File: src/source/isaPkg.sv
package isaPkg;

	// eight registers, r0 hardwired to zero
	localparam int REG_COUNT = 8;

	typedef logic [2:0] regAddrT;
	typedef logic [15:0] wordT;

	// opcode lives in the top nibble
	typedef enum logic [3:0] {
		NOP  = 4'h0,
		ADD  = 4'h1,
		SUB  = 4'h2,
		AND  = 4'h3,
		XOR  = 4'h4,
		ADDI = 4'h5,
		BEQZ = 4'h6,
		HALT = 4'hF
	} opcodeT;

	typedef struct packed {
		opcodeT opcode;
		regAddrT rd;
		regAddrT rs;
		regAddrT rt;
		logic [2:0] unused;
	} rFormatT;

	typedef struct packed {
		opcodeT opcode;
		regAddrT rd;
		regAddrT rs;
		logic [5:0] imm;
	} iFormatT;

	// same word seen as register or immediate layout
	typedef union packed {
		rFormatT rFormat;
		iFormatT iFormat;
	} instrU;

	localparam wordT NOP_WORD = 16'h0800;
	localparam wordT HALT_WORD = 16'hF000;

	function automatic logic writesRd(opcodeT op);
		return op inside {ADD, SUB, AND, XOR, ADDI};
	endfunction

	function automatic logic readsRt(opcodeT op);
		return op inside {ADD, SUB, AND, XOR};
	endfunction

	function automatic logic readsRs(opcodeT op);
		return writesRd(op) || (op == BEQZ);
	endfunction

	// addi immediate, sign extended
	function automatic wordT immValue(instrU instr);
		return {{10{instr.iFormat.imm[5]}}, instr.iFormat.imm};
	endfunction

	// beqz word offset from rd[1:0] and imm, sign extended
	function automatic wordT branchOffset(instrU instr);
		return {{8{instr.iFormat.rd[1]}}, instr.iFormat.rd[1:0], instr.iFormat.imm};
	endfunction

endpackage

File: src/source/memPkg.sv
package memPkg;

	// program storage, one instruction per word
	localparam int MEM_WORDS = 256;
	localparam int ADDR_BITS = 8;

	typedef logic [ADDR_BITS-1:0] memAddrT;

	// held line geometry
	localparam int LINE_WORDS = 4;
	localparam int OFFSET_BITS = $clog2(LINE_WORDS);

	typedef logic [ADDR_BITS-1:OFFSET_BITS] tagT;

	// cycles a miss waits before the line is held
	localparam int MISS_CYCLES = 3;
	localparam int COUNT_BITS = $clog2(MISS_CYCLES + 1);

	typedef logic [COUNT_BITS-1:0] missCountT;

endpackage

File: src/source/instructionMemory.sv
`timescale 1ns/1ps

module instructionMemory (
	input  logic clk,
	input  logic arstN,
	input  logic progWrite,
	input  memPkg::memAddrT progAddr,
	input  isaPkg::wordT progData,
	input  memPkg::memAddrT addr,
	output isaPkg::wordT data,
	output logic done
);

	isaPkg::wordT storage [memPkg::MEM_WORDS];
	memPkg::tagT heldTag;
	memPkg::tagT addrTag;
	memPkg::missCountT missCount;
	logic heldValid;
	logic hit;

	// line tag of the requested word
	assign addrTag = addr[memPkg::ADDR_BITS-1:memPkg::OFFSET_BITS];
	assign hit = heldValid && (heldTag == addrTag);

	// word comes straight out of storage, done only marks the hit
	assign data = storage[addr];
	assign done = hit;

	// program load port
	always_ff @(posedge clk) begin
		if (progWrite) begin
			storage[progAddr] <= progData;
		end
	end

	// hit register and miss counter
	always_ff @(posedge clk or negedge arstN) begin
		if (!arstN) begin
			heldValid <= 1'b0;
			heldTag <= '0;
			missCount <= '0;
		end else if (progWrite) begin
			// new program, start cold
			heldValid <= 1'b0;
			missCount <= '0;
		end else if (!hit) begin
			if (missCount == memPkg::missCountT'(memPkg::MISS_CYCLES - 1)) begin
				// miss served, hold this line from now on
				heldValid <= 1'b1;
				heldTag <= addrTag;
				missCount <= '0;
			end else begin
				missCount <= missCount + 1'b1;
			end
		end else begin
			missCount <= '0;
		end
	end

endmodule

File: config.mk
export PLATFORM = sky130hd
export DESIGN_NAME = instructionMemory
export DESIGN_NICKNAME = d
export VERILOG_FILES = /design/src/source/isaPkg.sv /design/src/source/memPkg.sv /design/src/source/instructionMemory.sv
export SDC_FILE = /design/constraint.sdc
export NUM_CORES = 2
export LEC_CHECK = 0
export ABC_AREA = 1
export BUFFER_PORTS_ARGS = -buffer_cell sky130_fd_sc_hd__buf_2
export CAP_MARGIN = 40
export CORE_MARGIN = 3
export CORE_UTILIZATION = 63
export DETAILED_ROUTE_END_ITERATION = 10
export GPL_ROUTABILITY_DRIVEN = 0
export PLACE_DENSITY = 0.89
export SYNTH_ARGS = -nofsm -noshare
export SYNTH_HDL_FRONTEND = slang
export SYNTH_SLANG_ARGS = --single-unit
File: constraint.sdc
create_clock -name clk -period 2.05 [get_ports clk]
set_clock_uncertainty 0.2 [all_clocks]
set_input_delay 0.1025 -clock clk [delete_from_list [all_inputs] [get_ports clk]]
set_output_delay 0.1025 -clock clk [all_outputs]
set_load 0.01 [all_outputs]
==> results.cfg, run 1 <==
[status]
run_status = did not finish
haltStage = 5_1_grt
toolErrorMsg = [ERROR GRT-0232] Routing congestion too high. Check the congestion heatmap in the GUI.

[synth]
syn-instance-count = 13650
synth.net_count = 13690
synth_ff_type = edfxtp_1
async_flop_share = 0.002192
yosysTopAreaCell = edfxtp_1
yosys_warnings = 0
netlist_area_mm2 = 0.1657
synth-seq-cells = 4105
yosys-top-cells-area = edfxtp_1, nand3_1, nand2_1
synth_edf_count = 4096
yosysMostFrequentCell = nand2_1
synth_top_area_frac = 0.7423
avgSynthCellArea_um2 = 12.14
synth.distinct_cells = 21
synth_commonest_cells = nand2_1, edfxtp_1, nand3_1
seq_area_frac_synth = 0.7437

[placement]
portBuffers = 51
preCtsSetupSlack_ps = -1075
hpwlAfterDp_um = 311300
placed_cells = 17420

[clock_network]
cts.path.max_buffers = 4
cts_buffers = 395
h-tree-depth = 5
cts.sinks = 4105
cts-root-buf = clkbuf_16

[grt]
grt.total_usage = 0.6789
overflow = 190
grt_max_degree = 88

[die]
start_util = 0.6357
core.rowCount = 187
dieWidth_um = 518.9
die_h_um = 518.9
io_pins = 52
==> cells by family after synthesis <==
family	synth area share
compound gates	0.0003322
buf+inv	0.03180
flops	0.7437
xor+xnor	0.00005287
simple gates	0.2242
==> routing by layer <==
metal  track usage  overflow
met1        0.6403         2
met2        0.7847        94
met3        0.6298         3
met4        0.6463        91
met5        0.5532         0
==> repair_timing <==
action,in CTS
cloned,3
hold buffers,60
buffers inserted,1
hold endpoints to repair,6708
pin swaps,447
gates resized for setup,1479
setup endpoints to repair,17
==> stage by stage <==
step                cell area [um^2]  utilization
floorplan                     165800            -
global placement              180300       0.6916
detailed placement            180300       0.6916
CTS                           200700       0.7700
==> run 2, diff against run 1 <==
--- a/config.mk
+++ b/config.mk
@@ -9,10 +9,10 @@
 export BUFFER_PORTS_ARGS = -buffer_cell sky130_fd_sc_hd__buf_2
 export CAP_MARGIN = 40
 export CORE_MARGIN = 3
-export CORE_UTILIZATION = 63
+export CORE_UTILIZATION = 40
 export DETAILED_ROUTE_END_ITERATION = 10
 export GPL_ROUTABILITY_DRIVEN = 0
-export PLACE_DENSITY = 0.89
+export PLACE_DENSITY_LB_ADDON = 0.15
 export SYNTH_ARGS = -nofsm -noshare
 export SYNTH_HDL_FRONTEND = slang
 export SYNTH_SLANG_ARGS = --single-unit
==> run 2 against run 1 <==
Against the previous run:
- the flow now finishes, with violations (negative setup slack)
- area after synthesis unchanged
- synthesized cell count unchanged
==> results.cfg, run 2 <==
[final_layout]
largest_registers = storage: 4096 flops, heldTag: 6 flops, missCount: 2 flops
area_growth_pct = 22.57
regArea_mm2 = 0.1232
n_fill_cell = 35480
fin_area_mm2 = 0.2031
final_cell_mix = nand2_1, edfxtp_1, nand3_1
finalNonFillerCells = 20250
largest_register_ffs = 4096
drive_above_1_share = 0.1800
final_common_cell = nand2_1
top_register = storage
final_nets = 14470
multiInputGateArea_mm2 = 0.04243
post-route-util = 0.4941

[setup_path]
path_delay_family = simple AND/OR/NAND/NOR gates
path_cells = nand2_1, nand3_1, nand3_1, nand3_1, nand3_4, nand3_4, nand3_2, nand2_2, nand2_2, buf_12, nand2_4, buf_6
slowest_delay_ps = 350
path_max_fanout = 1
end_kind = output pin
path_class = reg -> out
rr_worst_depth = 9
critPathSlowestCell = edfxtp_1
r2r_slack_ps = 390
critPathLaunchType = flip-flop
crit_top_cell = nand3_1
arrival_ps = 2660
worstSetupPathDepth = 12
crit_buf_inv = 2
required_ps = 1750
reg2reg_from = heldTag[4]
r2r-end = heldTag[0]

[status]
violations = negative setup slack
run_status = finished, violations left

[worst_hold_path]
hold_path_end = storage[255][2]
min_path_cells = 2
worst_hold_path_type = in -> reg
min_from = progData[2]

[timing]
rsz0062_at_grt = true
hold_violations = 0
setup_viol = 28
fmax_mhz = 337.6
max_slew.worst_pin.slew_ps = 788.6
slew_headroom = 0.4737
finalCriticalPeriod_ps = 2962
fin_crit_sh = 1.445
worst_slack_ps = -912.4
slew_viol_final = 0

[power]
worst_ir_drop_vdd_v = 0.0007553
p_leak_nw = 71.61
p_total_mw = 184.4
power.density_mw_per_mm2 = 907.9
swShare = 0.2318
intPower_mw = 141.6
comb_power_share = 0.078
p_seq_frac = 0.502
clockPowerShare = 0.420
p_sw_mw = 42.74

[synth]
yosys-top-cells-area = edfxtp_1, nand3_1, nand2_1
synth_edf_count = 4096
netlist_area_mm2 = 0.1657
avgSynthCellArea_um2 = 12.14
synth_compound_area_frac = 0.0003322
synth-simple-area-share = 0.2242
synth.net_count = 13690
synth_top_area_frac = 0.7423
synth_top_family_by_area = simple AND/OR/NAND/NOR gates
yosys_warnings = 0
yosys.area_share.adder = 0
synth.distinct_cells = 21
seq_area_frac_synth = 0.7437
synth_ff_type = edfxtp_1
synth-seq-cells = 4105
synthMuxAreaShare = 0
async_flop_share = 0.002192
synth-xor-area-share = 0.00005286
synth_commonest_cells = nand2_1, edfxtp_1, nand3_1
yosysTopAreaCell = edfxtp_1
syn-instance-count = 13650
yosysMostFrequentCell = nand2_1

[route]
via_per_inst = 5.518
wl_per_cell_um = 26.27
num_vias = 111700
drc_errors = 0
drtAntennaViolNets = 0
drt_iter0_markers = 12030
drt_pass1_iterations = 6
routed_wl_um = 531800

[die]
dieArea_mm2 = 0.4220
coreArea_mm2 = 0.4111
start_util = 0.4031
dieWidth_um = 649.6
core.rowCount = 235
io_pins = 52
die_h_um = 649.6

[grt]
overflow = 0
grt_pass1_vias = 107300
grt.total_usage = 0.2460
antenna_found_initial = 31
grt_max_degree = 92
grt_pass1_wl_um = 766900

[clock_network]
cts-root-buf = clkbuf_16
cts_tree = built
clkTransAtPathRegs_ps = 60
cts.path.max_buffers = 4
h-tree-depth = 5
cts_buffers = 438
cts.sinks = 4105
clock_latency_ps = 950

[run]
maxCapViolations = 0

[placement]
hpwlAfterDp_um = 327600
place_area_mm2 = 0.1833
portBuffers = 51
placed_cells = 19410
preCtsSetupSlack_ps = -1245
run 2: cell counts after synthesis:
Identical to the previous run, type by type.
run 2: power groups by stage:
stage / registers (mW) / logic (mW) / clock network (mW)
final: 92.6 / 14.3 / 77.5
after global routing: 92.5 / 15.2 / 82.4
after CTS: 92.6 / 14.0 / 78.9
after detailed placement: 94.3 / 12.8 / 0
after global placement: 94.3 / 12.7 / 0
after floorplan: 94.4 / 5.81 / 0
run 2: cell families after synthesis:
family,Yosys count
DFF,4105
buffers and inverters,987
AOI/OAI and AO/OA,10
and+or+nand+nor,8547
xor gates and xnor gates,1
run 2: final cells by class:
type,instances,share of cell area
multi-input combinational,8558,0.2089
clock buffer,528,0.05604
sequential,4105,0.6067
timing repair buffer,1279,0.08070
clock inverter,269,0.01272
antenna,9,0.0001109
tap,5451,0.03358
inverter,48,0.001171
run 2: per-layer routing:
layer | track usage | wire length (um) | vias to the layer above
met1 | 0.3425 | 224000 | 56250
met4 | 0.08139 | 20800 | 6
met3 | 0.03612 | 37940 | 785
li1 | - | - | 50430
met5 | 0 | 47 | -
met2 | 0.3967 | 249000 | 4256
run 2: per-stage QoR:
step | hold slack, ps | setup TNS (ps)
global placement | -234.3 | -24330
CTS | 2.991 | -18090
floorplan | -393.1 | -6866
detailed placement | -229.1 | -24310
finish | 45.97 | -14550
global route | 19.56 | -16050
run 2: timing repair:
action | CTS | global route
cloned | 2 | 1
resized for setup | 737 | 285
setup buffers | 0 | 0
pin swaps | 196 | 204
endpoints found under the hold margin | 7915 | 0
hold buffers | 49 | 0
setup endpoints to repair | 17 | 369
run 2: worst max-delay path by stage:
stage | startpoint | endpoint | slack (ps)
finish | storage[105][0] | data[0] | -910
global route | storage[148][10] | data[10] | -1000
CTS | storage[42][15] | data[15] | -1000
detailed placement | addr[0] | data[9] | -1250
global placement | addr[0] | data[10] | -1240
floorplan | progAddr[7] | storage[181][0] | -210
(Power assumes the default switching activity.)
