### config.mk
export PLATFORM = sky130hd
export DESIGN_NAME = decodeInstruction
export DESIGN_NICKNAME = d
export VERILOG_FILES = /design/src/source/isaPkg.sv /design/src/source/decodeInstruction.sv
export SDC_FILE = /design/constraint.sdc
export NUM_CORES = 1
export LEC_CHECK = 0
export BUFFER_PORTS_ARGS = -buffer_cell sky130_fd_sc_hd__buf_2
export CAP_MARGIN = 10
export CORE_MARGIN = 2
export CORE_UTILIZATION = 40
export DETAILED_ROUTE_END_ITERATION = 8
export GPL_ROUTABILITY_DRIVEN = 0
export PLACE_DENSITY_LB_ADDON = 0.12
export SYNTH_ARGS = -nofsm -noshare
export SYNTH_HDL_FRONTEND = slang
export SYNTH_SLANG_ARGS = --single-unit
### constraint.sdc
create_clock -name clk -period 1.06 [get_ports clk]
set_input_delay 0.106 -clock clk [delete_from_list [all_inputs] [get_ports clk]]
set_output_delay 0.106 -clock clk [all_outputs]
set_load 0.02 [all_outputs]
### src/source/isaPkg.sv
package isaPkg;

	// eight registers, r0 hardwired to zero
	localparam int REG_COUNT = 8;

	typedef logic [2:0] regAddrT;
	typedef logic [15:0] wordT;

	// opcode lives in the top nibble
	typedef enum logic [3:0] {
		NOP  = 4'h0,
		ADD  = 4'h1,
		SUB  = 4'h2,
		AND  = 4'h3,
		XOR  = 4'h4,
		ADDI = 4'h5,
		BEQZ = 4'h6,
		HALT = 4'hF
	} opcodeT;

	typedef struct packed {
		opcodeT opcode;
		regAddrT rd;
		regAddrT rs;
		regAddrT rt;
		logic [2:0] unused;
	} rFormatT;

	typedef struct packed {
		opcodeT opcode;
		regAddrT rd;
		regAddrT rs;
		logic [5:0] imm;
	} iFormatT;

	// same word seen as register or immediate layout
	typedef union packed {
		rFormatT rFormat;
		iFormatT iFormat;
	} instrU;

	localparam wordT NOP_WORD = 16'h0800;
	localparam wordT HALT_WORD = 16'hF000;

	function automatic logic writesRd(opcodeT op);
		return op inside {ADD, SUB, AND, XOR, ADDI};
	endfunction

	function automatic logic readsRt(opcodeT op);
		return op inside {ADD, SUB, AND, XOR};
	endfunction

	function automatic logic readsRs(opcodeT op);
		return writesRd(op) || (op == BEQZ);
	endfunction

	// addi immediate, sign extended
	function automatic wordT immValue(instrU instr);
		return {{10{instr.iFormat.imm[5]}}, instr.iFormat.imm};
	endfunction

	// beqz word offset from rd[1:0] and imm, sign extended
	function automatic wordT branchOffset(instrU instr);
		return {{8{instr.iFormat.rd[1]}}, instr.iFormat.rd[1:0], instr.iFormat.imm};
	endfunction

endpackage

### src/source/decodeInstruction.sv
`timescale 1ns/1ps

module decodeInstruction (
	input  logic clk,
	input  logic arstN,
	input  isaPkg::wordT fetchInstr,
	input  logic fetchValid,
	input  isaPkg::wordT fetchPc,
	input  logic redirect,
	input  isaPkg::regAddrT exRd,
	input  logic exWrite,
	input  isaPkg::regAddrT resRd,
	input  logic resWrite,
	input  logic wbEn,
	input  isaPkg::regAddrT wbAddr,
	input  isaPkg::wordT wbData,
	output logic decodeStall,
	output isaPkg::wordT decInstr,
	output logic decValid,
	output isaPkg::wordT operandA,
	output isaPkg::wordT operandB,
	output isaPkg::wordT decPc
);

	isaPkg::wordT regFile [isaPkg::REG_COUNT];
	isaPkg::instrU instr;
	isaPkg::opcodeT opcode;
	isaPkg::regAddrT rs;
	isaPkg::regAddrT rt;
	logic useRs;
	logic useRt;
	logic hazardEx;
	logic hazardRes;
	logic bubble;

	// r0 reads zero, a write in this cycle is seen right away
	function automatic isaPkg::wordT readReg(isaPkg::regAddrT a);
		if (a == '0) begin
			return '0;
		end
		if (wbEn && (wbAddr == a)) begin
			return wbData;
		end
		return regFile[a];
	endfunction

	assign instr = fetchInstr;
	assign opcode = instr.rFormat.opcode;
	assign rs = instr.rFormat.rs;
	assign rt = instr.rFormat.rt;
	assign useRs = isaPkg::readsRs(opcode);
	assign useRt = isaPkg::readsRt(opcode);

	// raw check against older writers still in flight
	assign hazardEx = exWrite && ((useRs && (rs == exRd)) || (useRt && (rt == exRd)));
	assign hazardRes = resWrite && ((useRs && (rs == resRd)) || (useRt && (rt == resRd)));
	assign decodeStall = fetchValid && (hazardEx || hazardRes);

	// bubble on interlock or squash
	assign bubble = redirect || decodeStall;

	// register file, registers start from zero
	always_ff @(posedge clk or negedge arstN) begin
		if (!arstN) begin
			for (int i = 0; i < isaPkg::REG_COUNT; i++) begin
				regFile[i] <= '0;
			end
		end else if (wbEn) begin
			regFile[wbAddr] <= wbData;
		end
	end

	always_ff @(posedge clk or negedge arstN) begin
		if (!arstN) begin
			decValid <= 1'b0;
		end else begin
			decValid <= fetchValid && !bubble;
		end
	end

	// decode to execute payload
	always_ff @(posedge clk) begin
		decInstr <= bubble ? isaPkg::NOP_WORD : fetchInstr;
		operandA <= readReg(rs);
		operandB <= readReg(rt);
		decPc <= fetchPc;
	end

endmodule

== Word level (Yosys, flattened, before mapping) ==
Index checks and enable logic that the tools add are counted.

* Register bits after elaboration: 193
* Logic and storage cells: 76
* Output and inout port bits: 66

* Magnitude comparators: 4
* Reduce and logical (&&, ||, !) cells: 21
* Equality and inequality tests: 12
* Multiplexer cells: 23
* Bitwise gates (word level): 3

{| class="wikitable"
|+ Operators with widths
! operator !! count
|-
| $mux 16 || 13
|-
| $bwmux 128 || 1
|-
| $bmux 16 s3 || 2
|-
| $demux 16 s3 || 1
|-
| $eq 3x3->1 || 6
|-
| $eq 4x3->1 const B || 3
|-
| $ge 4x4->1 const B || 3
|-
| $not 3->4 || 3
|-
| $logic_and 1x1->1 || 11
|-
| $eq 4x2->1 const B || 2
|-
| $logic_not 3->1 || 2
|-
| $mux 1 || 6
|-
| $logic_or 1x1->1 || 5
|-
| $reduce_bool 5->1 || 1
|-
| $eq 4x1->1 const B || 1
|-
| $lt 4x1->1 const B || 1
|-
| $reduce_bool 4->1 || 1
|-
| $logic_not 1->1 || 1
|}

== Longest topological paths before layout ==
* Depth in word-level cells: 11
* Depth in mapped cells: 7

== Worst setup path after synthesis ==
No wires, ideal clock.

* Path type: input to register
* Start: input port wbAddr[2]
* End: register regFile[102] in the netlist's numbering
* Data arrival time: 1,239 ps
* Path slack: -304 ps
* Stages: 5
* Cell sequence: buf_6 -> nand2b_4 -> nor3b_4 -> buf_8 -> mux2_4

* Cells in the longest elaborated chain, start to end: 6

{| class="wikitable"
|+ Ends and longest elaborated chain
! what !! line !! source
|-
| start, declared || decodeInstruction.sv:15 || <nowiki>input isaPkg::regAddrT wbAddr,</nowiki>
|-
| $not 3->4 (not written as such) (*) || decodeInstruction.sv:69 || <nowiki>regFile[wbAddr] <= wbData;</nowiki>
|-
| $ge 4x4->1 (not written as such) / $lt 4x1->1 (equally long branches) || decodeInstruction.sv:69 ||
|-
| $logic_and 1x1->1 (not written as such) || decodeInstruction.sv:69 ||
|-
| $mux 16 (not written as such) || decodeInstruction.sv:69 ||
|-
| $demux 16 s3 (*) || decodeInstruction.sv:69 ||
|-
| $bwmux 128 (*) || decodeInstruction.sv:69 ||
|-
| end signal, assigned by index || decodeInstruction.sv:69 ||
|-
| end, declared || decodeInstruction.sv:25 || <nowiki>isaPkg::wordT regFile [isaPkg::REG_COUNT];</nowiki>
|}

Every way passes the cells marked *; elsewhere a longest branch is shown, timed or not.
A chain may end at the register's enable or synchronous reset.

== Final worst setup path ==
* Start: register regFile[78] in the netlist's numbering
* End: register operandA[14]

* Cells in the longest elaborated chain, start to end: 5

{| class="wikitable"
|+ Ends and longest elaborated chain
! what !! line !! source
|-
| $bmux 16 s3 || decodeInstruction.sv:44 || <nowiki>return regFile[a];</nowiki>
|-
| $mux 16 (not written as such) (2 in series) || decodeInstruction.sv:44 ||
|-
| $mux 16 || decodeInstruction.sv:44 ||
|-
| $mux 16 || decodeInstruction.sv:41 || <nowiki>if (wbEn && (wbAddr == a)) begin</nowiki>
|-
| end signal, assigned || decodeInstruction.sv:84 || <nowiki>operandA <= readReg(rs);</nowiki>
|-
| end, declared || decodeInstruction.sv:20 || <nowiki>output isaPkg::wordT operandA,</nowiki>
|}

No other way between the ends. The select of a mux whose other input is x is not followed.

==> reports/qor.txt <==
Mapped cell area -> 9392 um^2
Synth unique cells -> 39
Die Span Y -> 157.2 um
Met1 Use GR -> 24.28%
Clock Latency Late Sink -> 0.43 ns
Worst slew margin -> 45.81%
Post-route non-filler standard cell count -> 1142
Period utilization -> 124.0%
Initial antenna violation count -> 1
Clock skew -> 0.008817 ns
Synth warnings -> 0
IO buf count -> 129
Crit path max-delay cell type -> mux4_2
Met2 Track Usage GR -> 34.79%
GR Overflow Total -> 0
Die Area -> 24720 um^2
Tmin final -> 1.314 ns
Number of global-route vias before repair -> 6441
Max Slew Vio Count -> 0
H-tree depth -> 4
DP Worst Slack -> -0.4910 ns
Critical Path Sink Type -> register
Leakage power -> 5.262 nW
Crit-path max FO -> 3
Crit path kind -> reg -> reg
CP startpoint kind -> register
Synthesized Nets -> 669
Post-route cell area -> 12230 um^2
Final ANT Viol Nets -> 0
Critical Path RT -> 1.37 ns
Fin nets -> 873
Clock buffer count from CTS -> 17
Final hold violation count -> 0
Worst path cell trace -> mux4_2 -> mux2i_1 -> a211oi_2
Hpwl dp -> 15830 um
CTS tree -> built
Placed Cells -> 1069
Starting Density -> 40.37%
Power consumption -> 0.02199 W
Total of max-cap violations -> 0
Buf/Inv on CP -> 0
Fmax -> 760.9 MHz
Setup ws final -> -0.2542 ns
Via Count -> 5893
Global-route wire length before repair -> 36350 um
Ports -> 130
Detailed Route WL -> 22910 um
Violated checks -> setup timing
Post-Synthesis Cells -> 605
Final setup violation count -> 34
PwrDens -> 1798 nW/um^2
Share of the synthesized area in the top cell type -> 34.37%
Drt initial violations -> 219
Slew @ Worst Pin -> 0.8084 ns
Peak VDD IR -> 942.2 uV
Dpl cell area -> 10950 um^2
TritonCTS Sinks -> 193
Largest net degree at the start of global routing -> 69
Max incr delay on CP -> 0.48 ns
Avg Cell Area, Syn -> 15.52 um^2
Most common cell after layout, fill and taps aside -> dfrtp_1
CORE AREA -> 23260 um^2
Synth top area cells -> dfrtp_1, mux4_2, mux2_2, dfxtp_1, mux2i_1
Synth Register Bits -> 193
Hold Path Class -> in -> reg
Worst-path clk slew -> 0.09 ns
Gr usage total -> 19.66%
GR peak layer -> met2
Vias per Instance -> 5.160
Root Buffer -> clkbuf_16
RSZ-0062 raised after global routing -> true
Status -> complete, but fails checks
DRT Pass-1 Iters -> 4
Drt wl/cell -> 20.06 um
Layout area overhead -> 30.22%
Met3 GRT Util -> 3.221%
Post-synth top area cell -> dfrtp_1
DR DRC count -> 0
Worst path top cell family by delay -> multiplexers
Number of core rows -> 56
Commonest cells after routing, fill and taps aside -> dfrtp_1, mux2_2, buf_2
Die width -> 157.2 um
Worst EP arrival -> 1.62 ns
Fraction of layout instances using a drive strength above 1 -> 60.71%
Sequential-to-total area share from yosys stat -> 48.01%
Clock buffer depth -> 2
==> synthesized netlist by cell type, drive strengths merged <==
| master | count |
|---|---|
| nand2 | 3 |
| nor3b | 2 |
| nor2 | 32 |
| nor2b | 1 |
| dfxtp | 64 |
| mux4 | 64 |
| or2 | 1 |
| mux2 | 128 |
| clkbuf | 2 |
| nand2b | 2 |
| mux2i | 32 |
| nand4b | 3 |
| or4 | 1 |
| nand3 | 1 |
| dfrtp | 129 |
| or3 | 1 |
| nand4 | 7 |
| nor3 | 4 |
| o21ai | 1 |
| buf | 58 |
| nor4b | 15 |
| a211oi | 36 |
| xnor2 | 18 |
==> metrics by stage <==
stage	setup TNS (ns)	hold WS (ns)	util (%)
final	-6.171	0.03211	52.57
after global routing	-7.986	0.02904	52.56
after CTS	-6.372	0.01003	52.02
after global placement	-49.64	0.1463	47.06
after detailed placement	-50.93	0.1414	47.06
after floorplan	-20.77	-0.1896	-
==> registers in the layout, summed over array words and instances, names as in the netlist <==
signal and cells:
regFile 128, decPc 16, decInstr 16, decValid 1, operandA 16, operandB 16
==> cell type report <==
cell class / count / area (um^2)
Sequential cell: 193 / 4517
Multi-Input combinational cell: 352 / 4573
Antenna cell: 1 / 2.502
Fill cell: 1974 / 11030
Clock buffer: 17 / 425.4
Clock inverter: 15 / 196.4
Timing Repair Buffer: 245 / 2116
Tap cell: 319 / 399.1
==> logic make-up (layout without fill, tap and decap cells) <==
family	count (synthesis)	in the layout	synth area share [%]
mux	224	224	34.67
flops	193	193	48.01
simple gates	73	73	6.302
buf+inv	60	277	5.742
compound gates	37	37	3.197
xor+xnor	18	18	2.078
other cells	0	1	0
==> final timing paths <==
path                                  start  cells after the start  slack [ns]            to
max in group asynchronous             arstN                      3        0.44   regFile[53]
worst min register to register  regFile[90]                      1        0.52   regFile[90]
min in group asynchronous             arstN                      3        0.23   regFile[45]
worst max-delay path            regFile[78]                      3       -0.25  operandA[14]
worst min-delay path              wbData[7]                      2        0.03   regFile[87]
worst max register to register  regFile[78]                      3       -0.25  operandA[14]
==> power breakdown <==
group	switching (W)	total, W	internal [W]	leakage, nW
combinational	0.00225	0.00558	0.00332	2.87
clock	0.00337	0.00665	0.00328	0.303
sequential	0.000923	0.00977	0.00884	2.09
total	0.00654	0.0220	0.0155	5.26
==> repair_timing <==
| action | CTS | global route |
|---|---|---|
| gates resized for setup | 46 | 36 |
| pin swaps | 24 | 17 |
| endpoints found under the hold margin | 158 | 0 |
| hold buffers | 29 | 0 |
| buffers inserted | 13 | 3 |
| setup endpoints to repair | 48 | 73 |
==> layer usage <==
layer / share of wire [%] / routed length, um
met5: 0 / 0
met4: 1.9 / 431
met3: 3.0 / 692
met2: 52 / 12000
met1: 43 / 9786
No activity file was read; power rests on OpenSTA's default activity.
