==> src/source/isaPkg.sv <==
package isaPkg;

	// eight registers, r0 hardwired to zero
	localparam int REG_COUNT = 8;

	typedef logic [2:0] regAddrT;
	typedef logic [15:0] wordT;

	// opcode lives in the top nibble
	typedef enum logic [3:0] {
		NOP  = 4'h0,
		ADD  = 4'h1,
		SUB  = 4'h2,
		AND  = 4'h3,
		XOR  = 4'h4,
		ADDI = 4'h5,
		BEQZ = 4'h6,
		HALT = 4'hF
	} opcodeT;

	typedef struct packed {
		opcodeT opcode;
		regAddrT rd;
		regAddrT rs;
		regAddrT rt;
		logic [2:0] unused;
	} rFormatT;

	typedef struct packed {
		opcodeT opcode;
		regAddrT rd;
		regAddrT rs;
		logic [5:0] imm;
	} iFormatT;

	// same word seen as register or immediate layout
	typedef union packed {
		rFormatT rFormat;
		iFormatT iFormat;
	} instrU;

	localparam wordT NOP_WORD = 16'h0800;
	localparam wordT HALT_WORD = 16'hF000;

	function automatic logic writesRd(opcodeT op);
		return op inside {ADD, SUB, AND, XOR, ADDI};
	endfunction

	function automatic logic readsRt(opcodeT op);
		return op inside {ADD, SUB, AND, XOR};
	endfunction

	function automatic logic readsRs(opcodeT op);
		return writesRd(op) || (op == BEQZ);
	endfunction

	// addi immediate, sign extended
	function automatic wordT immValue(instrU instr);
		return {{10{instr.iFormat.imm[5]}}, instr.iFormat.imm};
	endfunction

	// beqz word offset from rd[1:0] and imm, sign extended
	function automatic wordT branchOffset(instrU instr);
		return {{8{instr.iFormat.rd[1]}}, instr.iFormat.rd[1:0], instr.iFormat.imm};
	endfunction

endpackage

==> src/source/executeInstruction.sv <==
`timescale 1ns/1ps

module executeInstruction (
	input  logic clk,
	input  logic arstN,
	input  isaPkg::wordT decInstr,
	input  logic decValid,
	input  isaPkg::wordT operandA,
	input  isaPkg::wordT operandB,
	input  isaPkg::wordT pcOfInstr,
	output isaPkg::regAddrT exRd,
	output logic exWrite,
	output logic redirect,
	output isaPkg::wordT redirectPc,
	output logic resValid,
	output logic resWrite,
	output isaPkg::regAddrT resRd,
	output isaPkg::wordT resData,
	output logic resHalt
);

	isaPkg::instrU instr;
	isaPkg::opcodeT opcode;
	isaPkg::wordT aluOut;

	assign instr = decInstr;
	assign opcode = instr.rFormat.opcode;

	// writer seen by the decode interlock, r0 never counts
	assign exRd = instr.rFormat.rd;
	assign exWrite = decValid && isaPkg::writesRd(opcode) && (exRd != '0);

	always_comb begin
		case (opcode)
			isaPkg::ADD:  aluOut = operandA + operandB;
			isaPkg::SUB:  aluOut = operandA - operandB;
			isaPkg::AND:  aluOut = operandA & operandB;
			isaPkg::XOR:  aluOut = operandA ^ operandB;
			isaPkg::ADDI: aluOut = operandA + isaPkg::immValue(instr);
			default:      aluOut = '0;
		endcase
	end

	// beqz tests rs, target relative to the next instruction
	assign redirect = decValid && (opcode == isaPkg::BEQZ) && (operandA == '0);
	assign redirectPc = pcOfInstr + 16'd2 + (isaPkg::branchOffset(instr) << 1);

	// the branch itself goes on, younger work is squashed upstream
	always_ff @(posedge clk or negedge arstN) begin
		if (!arstN) begin
			resValid <= 1'b0;
			resWrite <= 1'b0;
			resHalt <= 1'b0;
		end else begin
			resValid <= decValid;
			resWrite <= exWrite;
			resHalt <= decValid && (opcode == isaPkg::HALT);
		end
	end

	// execute to result payload
	always_ff @(posedge clk) begin
		resRd <= exRd;
		resData <= aluOut;
	end

endmodule

==> config.mk <==
export PLATFORM = sky130hd
export DESIGN_NAME = executeInstruction
export DESIGN_NICKNAME = d
export VERILOG_FILES = /design/src/source/isaPkg.sv /design/src/source/executeInstruction.sv
export SDC_FILE = /design/constraint.sdc
export NUM_CORES = 1
export LEC_CHECK = 0
export ABC_AREA = 1
export BUFFER_PORTS_ARGS = -buffer_cell sky130_fd_sc_hd__buf_4
export CORE_ASPECT_RATIO = 1.2
export CORE_MARGIN = 2
export CORE_UTILIZATION = 57
export CTS_BUF_LIST = sky130_fd_sc_hd__clkbuf_4
export DETAILED_ROUTE_END_ITERATION = 10
export GPL_TIMING_DRIVEN = 0
export PLACE_DENSITY = 0.89
export SETUP_SLACK_MARGIN = 0.02
export SLEW_MARGIN = 10
export SYNTH_ARGS = -nofsm -noshare
export SYNTH_HDL_FRONTEND = slang
export SYNTH_SLANG_ARGS = --single-unit
==> constraint.sdc <==
create_clock -name clk -period 3.5 [get_ports clk]
set_clock_uncertainty 0.15 [all_clocks]
set_input_delay 0.525 -clock clk [delete_from_list [all_inputs] [get_ports clk]]
set_output_delay 0.525 -clock clk [all_outputs]
set_load 0.01 [all_outputs]
# [After elaboration in Yosys (flattened, before gate mapping)]
# Index checks and enable logic that the tools add are counted.
[classes] n_addsub=5 n_eq_ne=7 n_mux=1 bitwise_logic=2 n_reduce_logical=8
[ops] operator="case mux 16 bit (5 select lines)" count=1
[ops] operator="adder 16 bit" count=3
[ops] operator="adder 16 x 2 -> 16 bit (second input constant)" count=1
[ops] operator="AND 16 bit" count=1
[ops] operator="zero test 16 bit" count=1
[ops] operator="subtractor 16 bit" count=1
[ops] operator="XOR 16 bit" count=1
[ops] operator="equality test 4 x 3 -> 1 bit (second input constant)" count=3
[ops] operator="equality test 4 x 2 -> 1 bit (second input constant)" count=2
[ops] operator="logical AND 1 bit" count=5
[ops] operator="nonzero test 5 bit" count=1
[ops] operator="equality test 4 x 1 -> 1 bit (second input constant)" count=1
[ops] operator="equality test 4 bit (second input constant)" count=1
[ops] operator="nonzero test 3 bit" count=1
[word_totals] regBits=22 output_inout_bits=43

# [Depth between registers and ports, before layout]
# Gate-level depths: netlist of run 1.
[logic_depth] word_depth=4 depth_mapped=21 mapped_depth_nobuf=20

# [Least setup slack after synthesis of run 1]
# No wires, ideal clock.
[synth_path] kind="input to output" startpoint="input port decInstr[1]" endpoint="output port redirectPc[12]" arrival_time_ps=2106 required_time_ps=2825 path_slack_ps=719 cell_stages=9 n_path_buf=0 path_cell_list="ha_1 -> ha_1 -> fa_1 -> nand3_1 -> nand2_1 -> a21oi_1 -> nor2_1 -> nor2_1 -> xnor2_1"
[synth_between] elab_chain_len=1
[synth_rtl] item="start, declared" line="executeInstruction.sv:6" text="input isaPkg::wordT decInstr,"
[synth_rtl] item="adder 16 bit" line="executeInstruction.sv:46" text="assign redirectPc = pcOfInstr + 16'd2 + (isaPkg::branchOffset(instr) << 1);"
[synth_rtl] item="end, declared" line="executeInstruction.sv:14" text="output isaPkg::wordT redirectPc,"
# Every way passes these cells.

# [Worst setup path in the final report of run 1]
# Ends and elaborated chain as after synthesis.

==> results of run 1 <==
cell families (layout without fill, tap and decap cells):
kind of cell               Yosys count  count (layout)  share of synthesized area [%]
xor gates and xnor gates            15              15                          3.933
AOI/OAI and AO/OA                   87              87                          15.58
buffers and inverters               69             179                          8.764
DFF                                 22              22                          13.63
adders and majority gates           64              64                          24.42
and+or+nand+nor                    245             245                          33.67
repair_timing:
item	4_1_cts	5_1_grt
endpoints found under the hold margin	3	0
hold buffers	1	0
buffers inserted	0	0
critical path: cells and delay by family:
family | cells | cell delay (ps)
fa+ha+maj | 3 | 940
simple gates | 4 | 410
buf+inv | 2 | 270
xor+xnor | 1 | 130
compound gates | 1 | 250
how the worst max path moves through the flow:
stage	to	cells after the start	start	slack (ps)
floorplan	redirectPc[12]	9	decInstr[1]	720
global placement	resData[15]$_DFF_P_	19	operandB[0]	170
detailed placement	resData[15]$_DFF_P_	19	operandB[0]	120
CTS	redirectPc[12]	11	decInstr[1]	340
global route	redirectPc[11]	11	decInstr[3]	100
finish	redirectPc[12]	11	decInstr[1]	320
per-layer routing:
layer / wire, um / share of wire (%) / vias up
met3: 611 / 6.0 / 33
met4: 409 / 4.0 / 0
met2: 5100 / 50 / 184
li1: - / - / 1924
met1: 4041 / 40 / 1755
met5: 0 / 0 / -
layout by cell type (no fill, tap or decap), types with 4 or more instances in the layout:
cell,Yosys,final
xnor2_1,6,6
nand4_1,5,5
nand2_1,110,110
xor2_1,9,9
dfxtp_1,19,19
o21ai_1,4,4
buf_4,5,110
inv_1,57,57
a22o_1,5,5
a31oi_1,4,4
a21oi_1,36,36
o21ai_0,18,18
ha_1,62,62
nor2_1,41,41
nor4_1,4,4
nor3_1,9,9
nor2_2,6,6
a22oi_1,6,6
nand3_1,54,54
cell type report:
class	instances	area, sq um	share of cell area, %
flip-flops and latches	22	455.4	10.61
clock buffers	3	22.52	0.5248
repair buffers	106	798.3	18.60
well taps	80	100.1	2.332
inverters	61	234.0	5.452
clock inverters	1	30.03	0.6997
plain buffers	8	58.81	1.370
multi-input cells	411	2592	60.41
state kept, by name, indices dropped and copies added, names as in the netlist:
register and count:
resWrite 1, resValid 1, resHalt 1, resData 16, resRd 3
where the power goes:
| group | leakage, nW | total, mW | internal, mW | switching [mW] |
|---|---|---|---|---|
| Sequential | 0.196 | 0.279 | 0.273 | 0.00590 |
| Clock | 0.0279 | 0.219 | 0.116 | 0.103 |
| Combinational | 2.07 | 0.686 | 0.305 | 0.380 |
| Total | 2.30 | 1.18 | 0.694 | 0.489 |
per-stage QoR:
stage	hold WS [ps]	setup WS, ps
2_1_floorplan	79.41	718.9
3_3_place_gp	166.2	174.7
3_5_place_dp	169.5	118.9
4_1_cts	148.1	343.3
5_1_grt	150.9	104.8
6_report	138.3	318.8
==> qor.yml, run 1 <==
synth.avg_cell_area_sq_um: 6.655
pin_count: 110
synth_top_area_share_pct: 23.22
start_kind: "input port"
min_period_ps: 3181
cts_tree: "built"
portBuffers: 105
synth-edff-count: 0
drive_above_1_share_pct: 23.04
grt_use_total_pct: 32.34
met1_usage_pct: 35.09
dieHeight_um: 87.87
tritoncts.num_buffers: 3
design_area_sq_mm: 0.004292
cts.repair.resized: 0
syn2layout_area_growth_pct: 28.46
crit_required_ps: 2820
ys_ff_latch: 22
grt_busiest_layer: "met2"
nets: 744
holdPathEnd: "resRd[2]$_DFF_P_"
yosysTopAreaCell: "ha_1"
ctsRootBufferMaster: "clkbuf_4"
use_met3_pct: 3.797
synth.most_common_cell: "nand2_1"
placed_area_sq_mm: 0.004229
final_cells: 692
core-area_sq_mm: 0.005668
fmax_mhz: 314.3
grt_pass1_vias: 3751
syn_area_sq_mm: 0.003341
grt_antenna_before_repair: 0
arrival_ps: 2510
yosys-top-cells-count: "110 x nand2_1, 62 x ha_1, 57 x inv_1"
ys_seq_area_share_pct: 13.63
leakagePower_nw: 2.295
ys_warn_count: 0
h-tree-depth: 1
drv_slew: 0
setup_viol: 0
drtAntennaViolNets: 0
rows: 30
ir_worst_vdd_mv: 0.1863
tightest_slew_ps: 646.8
min_path_type: "in2reg"
finalPower_mw: 1.183
synth_fp_nets: 633
grt_pass1_wl_um: 16560
rsz0062_at_grt: "false"
async_flop_share_pct: 13.64
cap_violations: 0
placed_cells_incl_taps: 687
synth_area_leaders: "ha_1 23%, nand2_1 12%, dfxtp_1 11%"
dr_total_vias: 3896
place_hpwl_um: 8615
drc_errors: 0
crit_type: "in2out"
drt_iter0_drc: 258
die_w_um: 73.89
cp_slowest_cell: "fa_1"
synth_cell_types: 43
drtPass1Iterations: 6
max_stage_delay_ps: 420
synth-main-ff-cell: "dfxtp_1"
cp-end-kind: "output pin"
worstHoldStart: "decInstr[11]"
via_per_inst: 5.630
hold_viol: 0
outcome: "complete, no violations"
gp_congestion: 0.9521
grt_use_met2_pct: 61.04
clkTransAtPathRegs_ps: 170
n_antenna_cell: 0
grt_max_degree: 14
routedWlPerCell_um: 14.68
fin_crit_sh_pct: 90.89
synthCells: 502
clockBufferDepth: 2
finalSetupTns_ps: 0
holdPathStages: 1
critPathMaxFanout: 4
powerDensity_mw_per_mm2: 275.7
die_area_sq_mm: 0.006492
initial_core_util_pct: 58.94
cts.sinks: 22
path_cells: "buf_4 > ha_1 > ha_1 > fa_1 > nand3_1 > nand2_1 > a21oi_1 > nor2_1 > nor2_1 > xnor2_1 > buf_4"
fillerInstances: 474
routed_wl_um: 10160
relSlewSlack_pct: 56.64
gr-total-overflow: 0
fin_util_pct: 75.72
(Power assumes the default switching activity.)
==> inputs of run 2 (changes only) <==
--- a/config.mk
+++ b/config.mk
@@ -5,15 +5,15 @@
 export SDC_FILE = /design/constraint.sdc
 export NUM_CORES = 1
 export LEC_CHECK = 0
-export ABC_AREA = 1
+export ABC_AREA = 0
 export BUFFER_PORTS_ARGS = -buffer_cell sky130_fd_sc_hd__buf_4
 export CORE_ASPECT_RATIO = 1.2
 export CORE_MARGIN = 2
-export CORE_UTILIZATION = 57
+export CORE_UTILIZATION = 47
 export CTS_BUF_LIST = sky130_fd_sc_hd__clkbuf_4
 export DETAILED_ROUTE_END_ITERATION = 10
 export GPL_TIMING_DRIVEN = 0
-export PLACE_DENSITY = 0.89
+export PLACE_DENSITY = 0.79
 export SETUP_SLACK_MARGIN = 0.02
 export SLEW_MARGIN = 10
 export SYNTH_ARGS = -nofsm -noshare
==> constraint.sdc (replaced) <==
create_clock -name clk -period 2.9 [get_ports clk]
set_clock_uncertainty 0.15 [all_clocks]
set_input_delay 0.435 -clock clk [delete_from_list [all_inputs] [get_ports clk]]
set_output_delay 0.435 -clock clk [all_outputs]
set_load 0.01 [all_outputs]
==> run 2 against run 1 <==
Effect of this change: the run now ends with negative setup slack left; sequential power up 21%; critical path depth up 7; clock power down 29%; total power up 38%; sequential share of layout area down 1.8 points; cell count down 14%; synthesized cell count down 29%; global-route usage down 3.1 points; design area up 20%; die area up 9.2%; wire length up 24%; area after synthesis down 9.6%; critical path type is now in2reg; critical endpoint is now resData[15]$_DFF_P_; largest power group unchanged.
==> qor.yml, run 2 <==
gp_congestion: 0.9194  # was 0.9521
drtPass1Iterations: 5  # was 6
drt_iter0_drc: 295  # was 258
ys_ff_latch: 22  # unchanged
cts.sinks: 22  # unchanged
critPathTopFamily: "simple AND/OR/NAND/NOR gates"  # was adder cells
fin_util_pct: 81.31  # was 75.72%
critPathBufInv: 2  # unchanged
synth.avg_cell_area_sq_um: 8.488  # was 6.655 sq um
core-area_sq_mm: 0.006326  # was 0.005668 sq mm
cp_common_cell: "o21ai_1"
ys_warn_count: 0  # unchanged
pin_count: 110  # unchanged
seqCellArea_sq_um: 455.4  # unchanged
syn2layout_area_growth_pct: 70.23  # was 28.46%
cts_tree: "built"  # unchanged
synthCells: 356  # was 502
drv_slew: 0  # unchanged
crit_type: "in2reg"  # was in2out
dieHeight_um: 91.84  # was 87.87 um
drive_above_1_share_pct: 51.37  # was 23.04%
async_flop_share_pct: 13.64  # unchanged
start_kind: "input port"  # unchanged
routedWlPerCell_um: 21.22  # was 14.68 um
grt_max_degree: 13  # was 14
largestRegisters: "resData x16, resRd x3"  # unchanged
tritoncts.num_buffers: 3  # unchanged
die_w_um: 77.20  # was 73.89 um
dr_total_vias: 3714  # was 3896
synth_top_area_share_pct: 25.67  # was 23.22%
cap_violations: 0  # unchanged
routed_wl_um: 12630  # was 10160 um
ys_seq_area_share_pct: 15.07  # was 13.63%
ctsRootBufferMaster: "clkbuf_4"  # unchanged
pre_cts_ws_ps: -1172  # was 118.9 ps
grt_antenna_before_repair: 0  # unchanged
h-tree-depth: 1  # unchanged
finalSetupTns_ps: -3780  # was 0 ps
max_stage_delay_ps: 470  # was 420 ps
cp-end-kind: "register"  # was output pin
cp_slowest_cell: "or4_1"  # was fa_1
finalPower_mw: 1.634  # was 1.183 mW
fmax_mhz: 279.5
regMostFlops: "resData"  # unchanged
rsz0062_at_grt: "true"  # was false
clkTransAtPathRegs_ps: 130  # was 170 ps
nets: 642  # was 744
yosysTopAreaCell: "ha_1"  # unchanged
synth_area_leaders: "ha_1 26%, dfxtp_1 13%, o21ai_0 5.5%"  # was ha_1 23%, nand2_1 12%, dfxtp_1 11%
finalWorstSetupSlack_ps: -678.0  # was 318.8 ps
leakagePower_nw: 2.247  # was 2.295 nW
placed_cells_incl_taps: 544  # was 687
relSlewSlack_pct: 61.58  # was 56.64%
critPathMaxFanout: 4  # unchanged
whs_ps: 80.66  # was 138.3 ps
arrival_ps: 3690  # was 2510 ps
gr-total-overflow: 0  # unchanged
die_area_sq_mm: 0.007089  # was 0.006492 sq mm
n_antenna_cell: 0  # unchanged
drc_errors: 0  # unchanged
powerDensity_mw_per_mm2: 317.6  # was 275.7 mW/mm^2
setup_viol: 15  # was 0
cp.depth: 18  # was 11
synth_cell_types: 58  # was 43
fillerInstances: 360  # was 474
multi_input_area_sq_mm: 0.003089  # was 0.002592 sq mm
min_path_type: "in2reg"  # unchanged
synth.most_common_cell: "ha_1"  # was nand2_1
final_cells: 595  # was 692
hold_viol: 0  # unchanged
initial_core_util_pct: 47.77  # was 58.94%
grt_pass1_vias: 3559  # was 3751
design_area_sq_mm: 0.005144  # was 0.004292 sq mm
drtAntennaViolNets: 0  # unchanged
portBuffers: 103  # was 105
path_cells: "buf_12 > clkinv_8 > ha_4 > nor3b_4 > nand2_2 > or3_4 > or3_4 > nor4_4 > o21ai_1 > o311ai_2 > ha_1 > a21oi_1 > nor2b_1 > or4_1 > o21ai_1 > a21oi_2 > xnor2_1 > o21ai_1"  # was buf_4 > ha_1 > ha_1 > fa_1 > nand3_1 > nand2_1 > a21oi_1 > nor2_1 > nor2_1 > xnor2_1 > buf_4
synth-edff-count: 0  # unchanged
layout_commonest_cell: "buf_4"
synth-main-ff-cell: "dfxtp_1"  # unchanged
yosys-top-cells-count: "62 x ha_1, 33 x o21ai_0, 20 x a21oi_1"  # was 110 x nand2_1, 62 x ha_1, 57 x inv_1
violations: "negative setup slack"
endpoint: "resData[15]$_DFF_P_"  # was redirectPc[12]
min_period_ps: 3578
ir_worst_vdd_mv: 0.2562  # was 0.1863 mV
syn_area_sq_mm: 0.003022  # was 0.003341 sq mm
clockBufferDepth: 2  # unchanged
fin_crit_sh_pct: 123.4
place_hpwl_um: 7578  # was 8615 um
tightest_slew_ps: 576.3  # was 646.8 ps
rows: 32  # was 30
crit_required_ps: 3010  # was 2820 ps
placed_area_sq_mm: 0.004059  # was 0.004229 sq mm
grt_use_total_pct: 29.22  # was 32.34%
worstHoldStart: "decInstr[11]"  # unchanged
grt_pass1_wl_um: 16940  # was 16560 um
outcome: "finished, violations left"  # was complete, no violations
synth_fp_nets: 487  # was 633
final_cell_mix: "137 x buf_4, 37 x ha_1, 23 x ha_4, 19 x dfxtp_1, 18 x nor2_1"  # was 110 x nand2_1, 110 x buf_4, 62 x ha_1, 57 x inv_1, 54 x nand3_1
cp-startpoint: "operandB[0]"  # was decInstr[1]
via_per_inst: 6.242  # was 5.630
largest_reg_flops: 16  # unchanged
run 2: changes by cell type after synthesis, moves of 6 or more:
| cell | before | now |
|---|---|---|
| a21o_1 | 3 | 11 |
| a21oi_1 | 36 | 20 |
| a221o_1 | 0 | 9 |
| a22oi_1 | 6 | 17 |
| inv_1 | 57 | 15 |
| nand2_1 | 110 | 13 |
| nand3_1 | 54 | 5 |
| nor2_1 | 41 | 19 |
| nor2_2 | 6 | 0 |
| nor4_1 | 4 | 11 |
| o21a_1 | 0 | 7 |
| o21ai_0 | 18 | 33 |
| xnor2_1 | 6 | 17 |
run 2: timing repair:
action / 4_1_cts / 5_1_grt
resized for setup: 85 / 52
cloned: 0 / 2
pin swaps: 54 / 60
buffers inserted: 24 / 21
endpoints found under the hold margin: 3 / 0
hold buffers: 1 / 0
setup endpoints to repair: 21 / 19
run 2: how the worst min path moves through the flow:
stage / endpoint / depth (start not counted)
final: resRd[2]$_DFF_P_ / 1
after global routing: resValid$_DFF_PN0_ / 1
after floorplan: resHalt$_DFF_PN0_ / 0
after global placement: resWrite$_DFF_PN0_ / 1
after CTS: resRd[2]$_DFF_P_ / 1
after detailed placement: resWrite$_DFF_PN0_ / 1
run 2: area by class of cell:
type                       count  area share (%)
buffer                        13           2.335
clock buffer                   3          0.4378
clock inverter                 1         0.07297
inverter                      15           1.532
multi-input combinational    305           60.06
sequential                    22           8.854
tap                           85           2.068
timing repair buffer         151           24.64
run 2: report_power, final:
group | total [mW] | switching (mW) | internal (mW)
Sequential | 0.337 | 0.00651 | 0.330
Combinational | 1.14 | 0.550 | 0.591
Clock | 0.156 | 0.105 | 0.0506
run 2: per-layer routing:
layer | track usage [%] | share of wire, % | vias to the layer above
met5 | 0 | 0 | -
met4 | 13.10 | 5.9 | 0
met3 | 3.839 | 5.8 | 66
met2 | 53.55 | 51 | 214
met1 | 33.35 | 37 | 1764
li1 | - | - | 1670
run 2: logic make-up (layout without fill, tap and decap cells):
family / Yosys count / count (layout) / synth area share, %
xor+xnor: 27 / 27 / 7.826
mux: 1 / 1 / 0.3313
simple gates: 87 / 87 / 16.27
buf+inv: 29 / 183 / 4.720
fa+ha+maj: 64 / 64 / 27.00
flops: 22 / 22 / 15.07
compound gates: 126 / 126 / 28.78
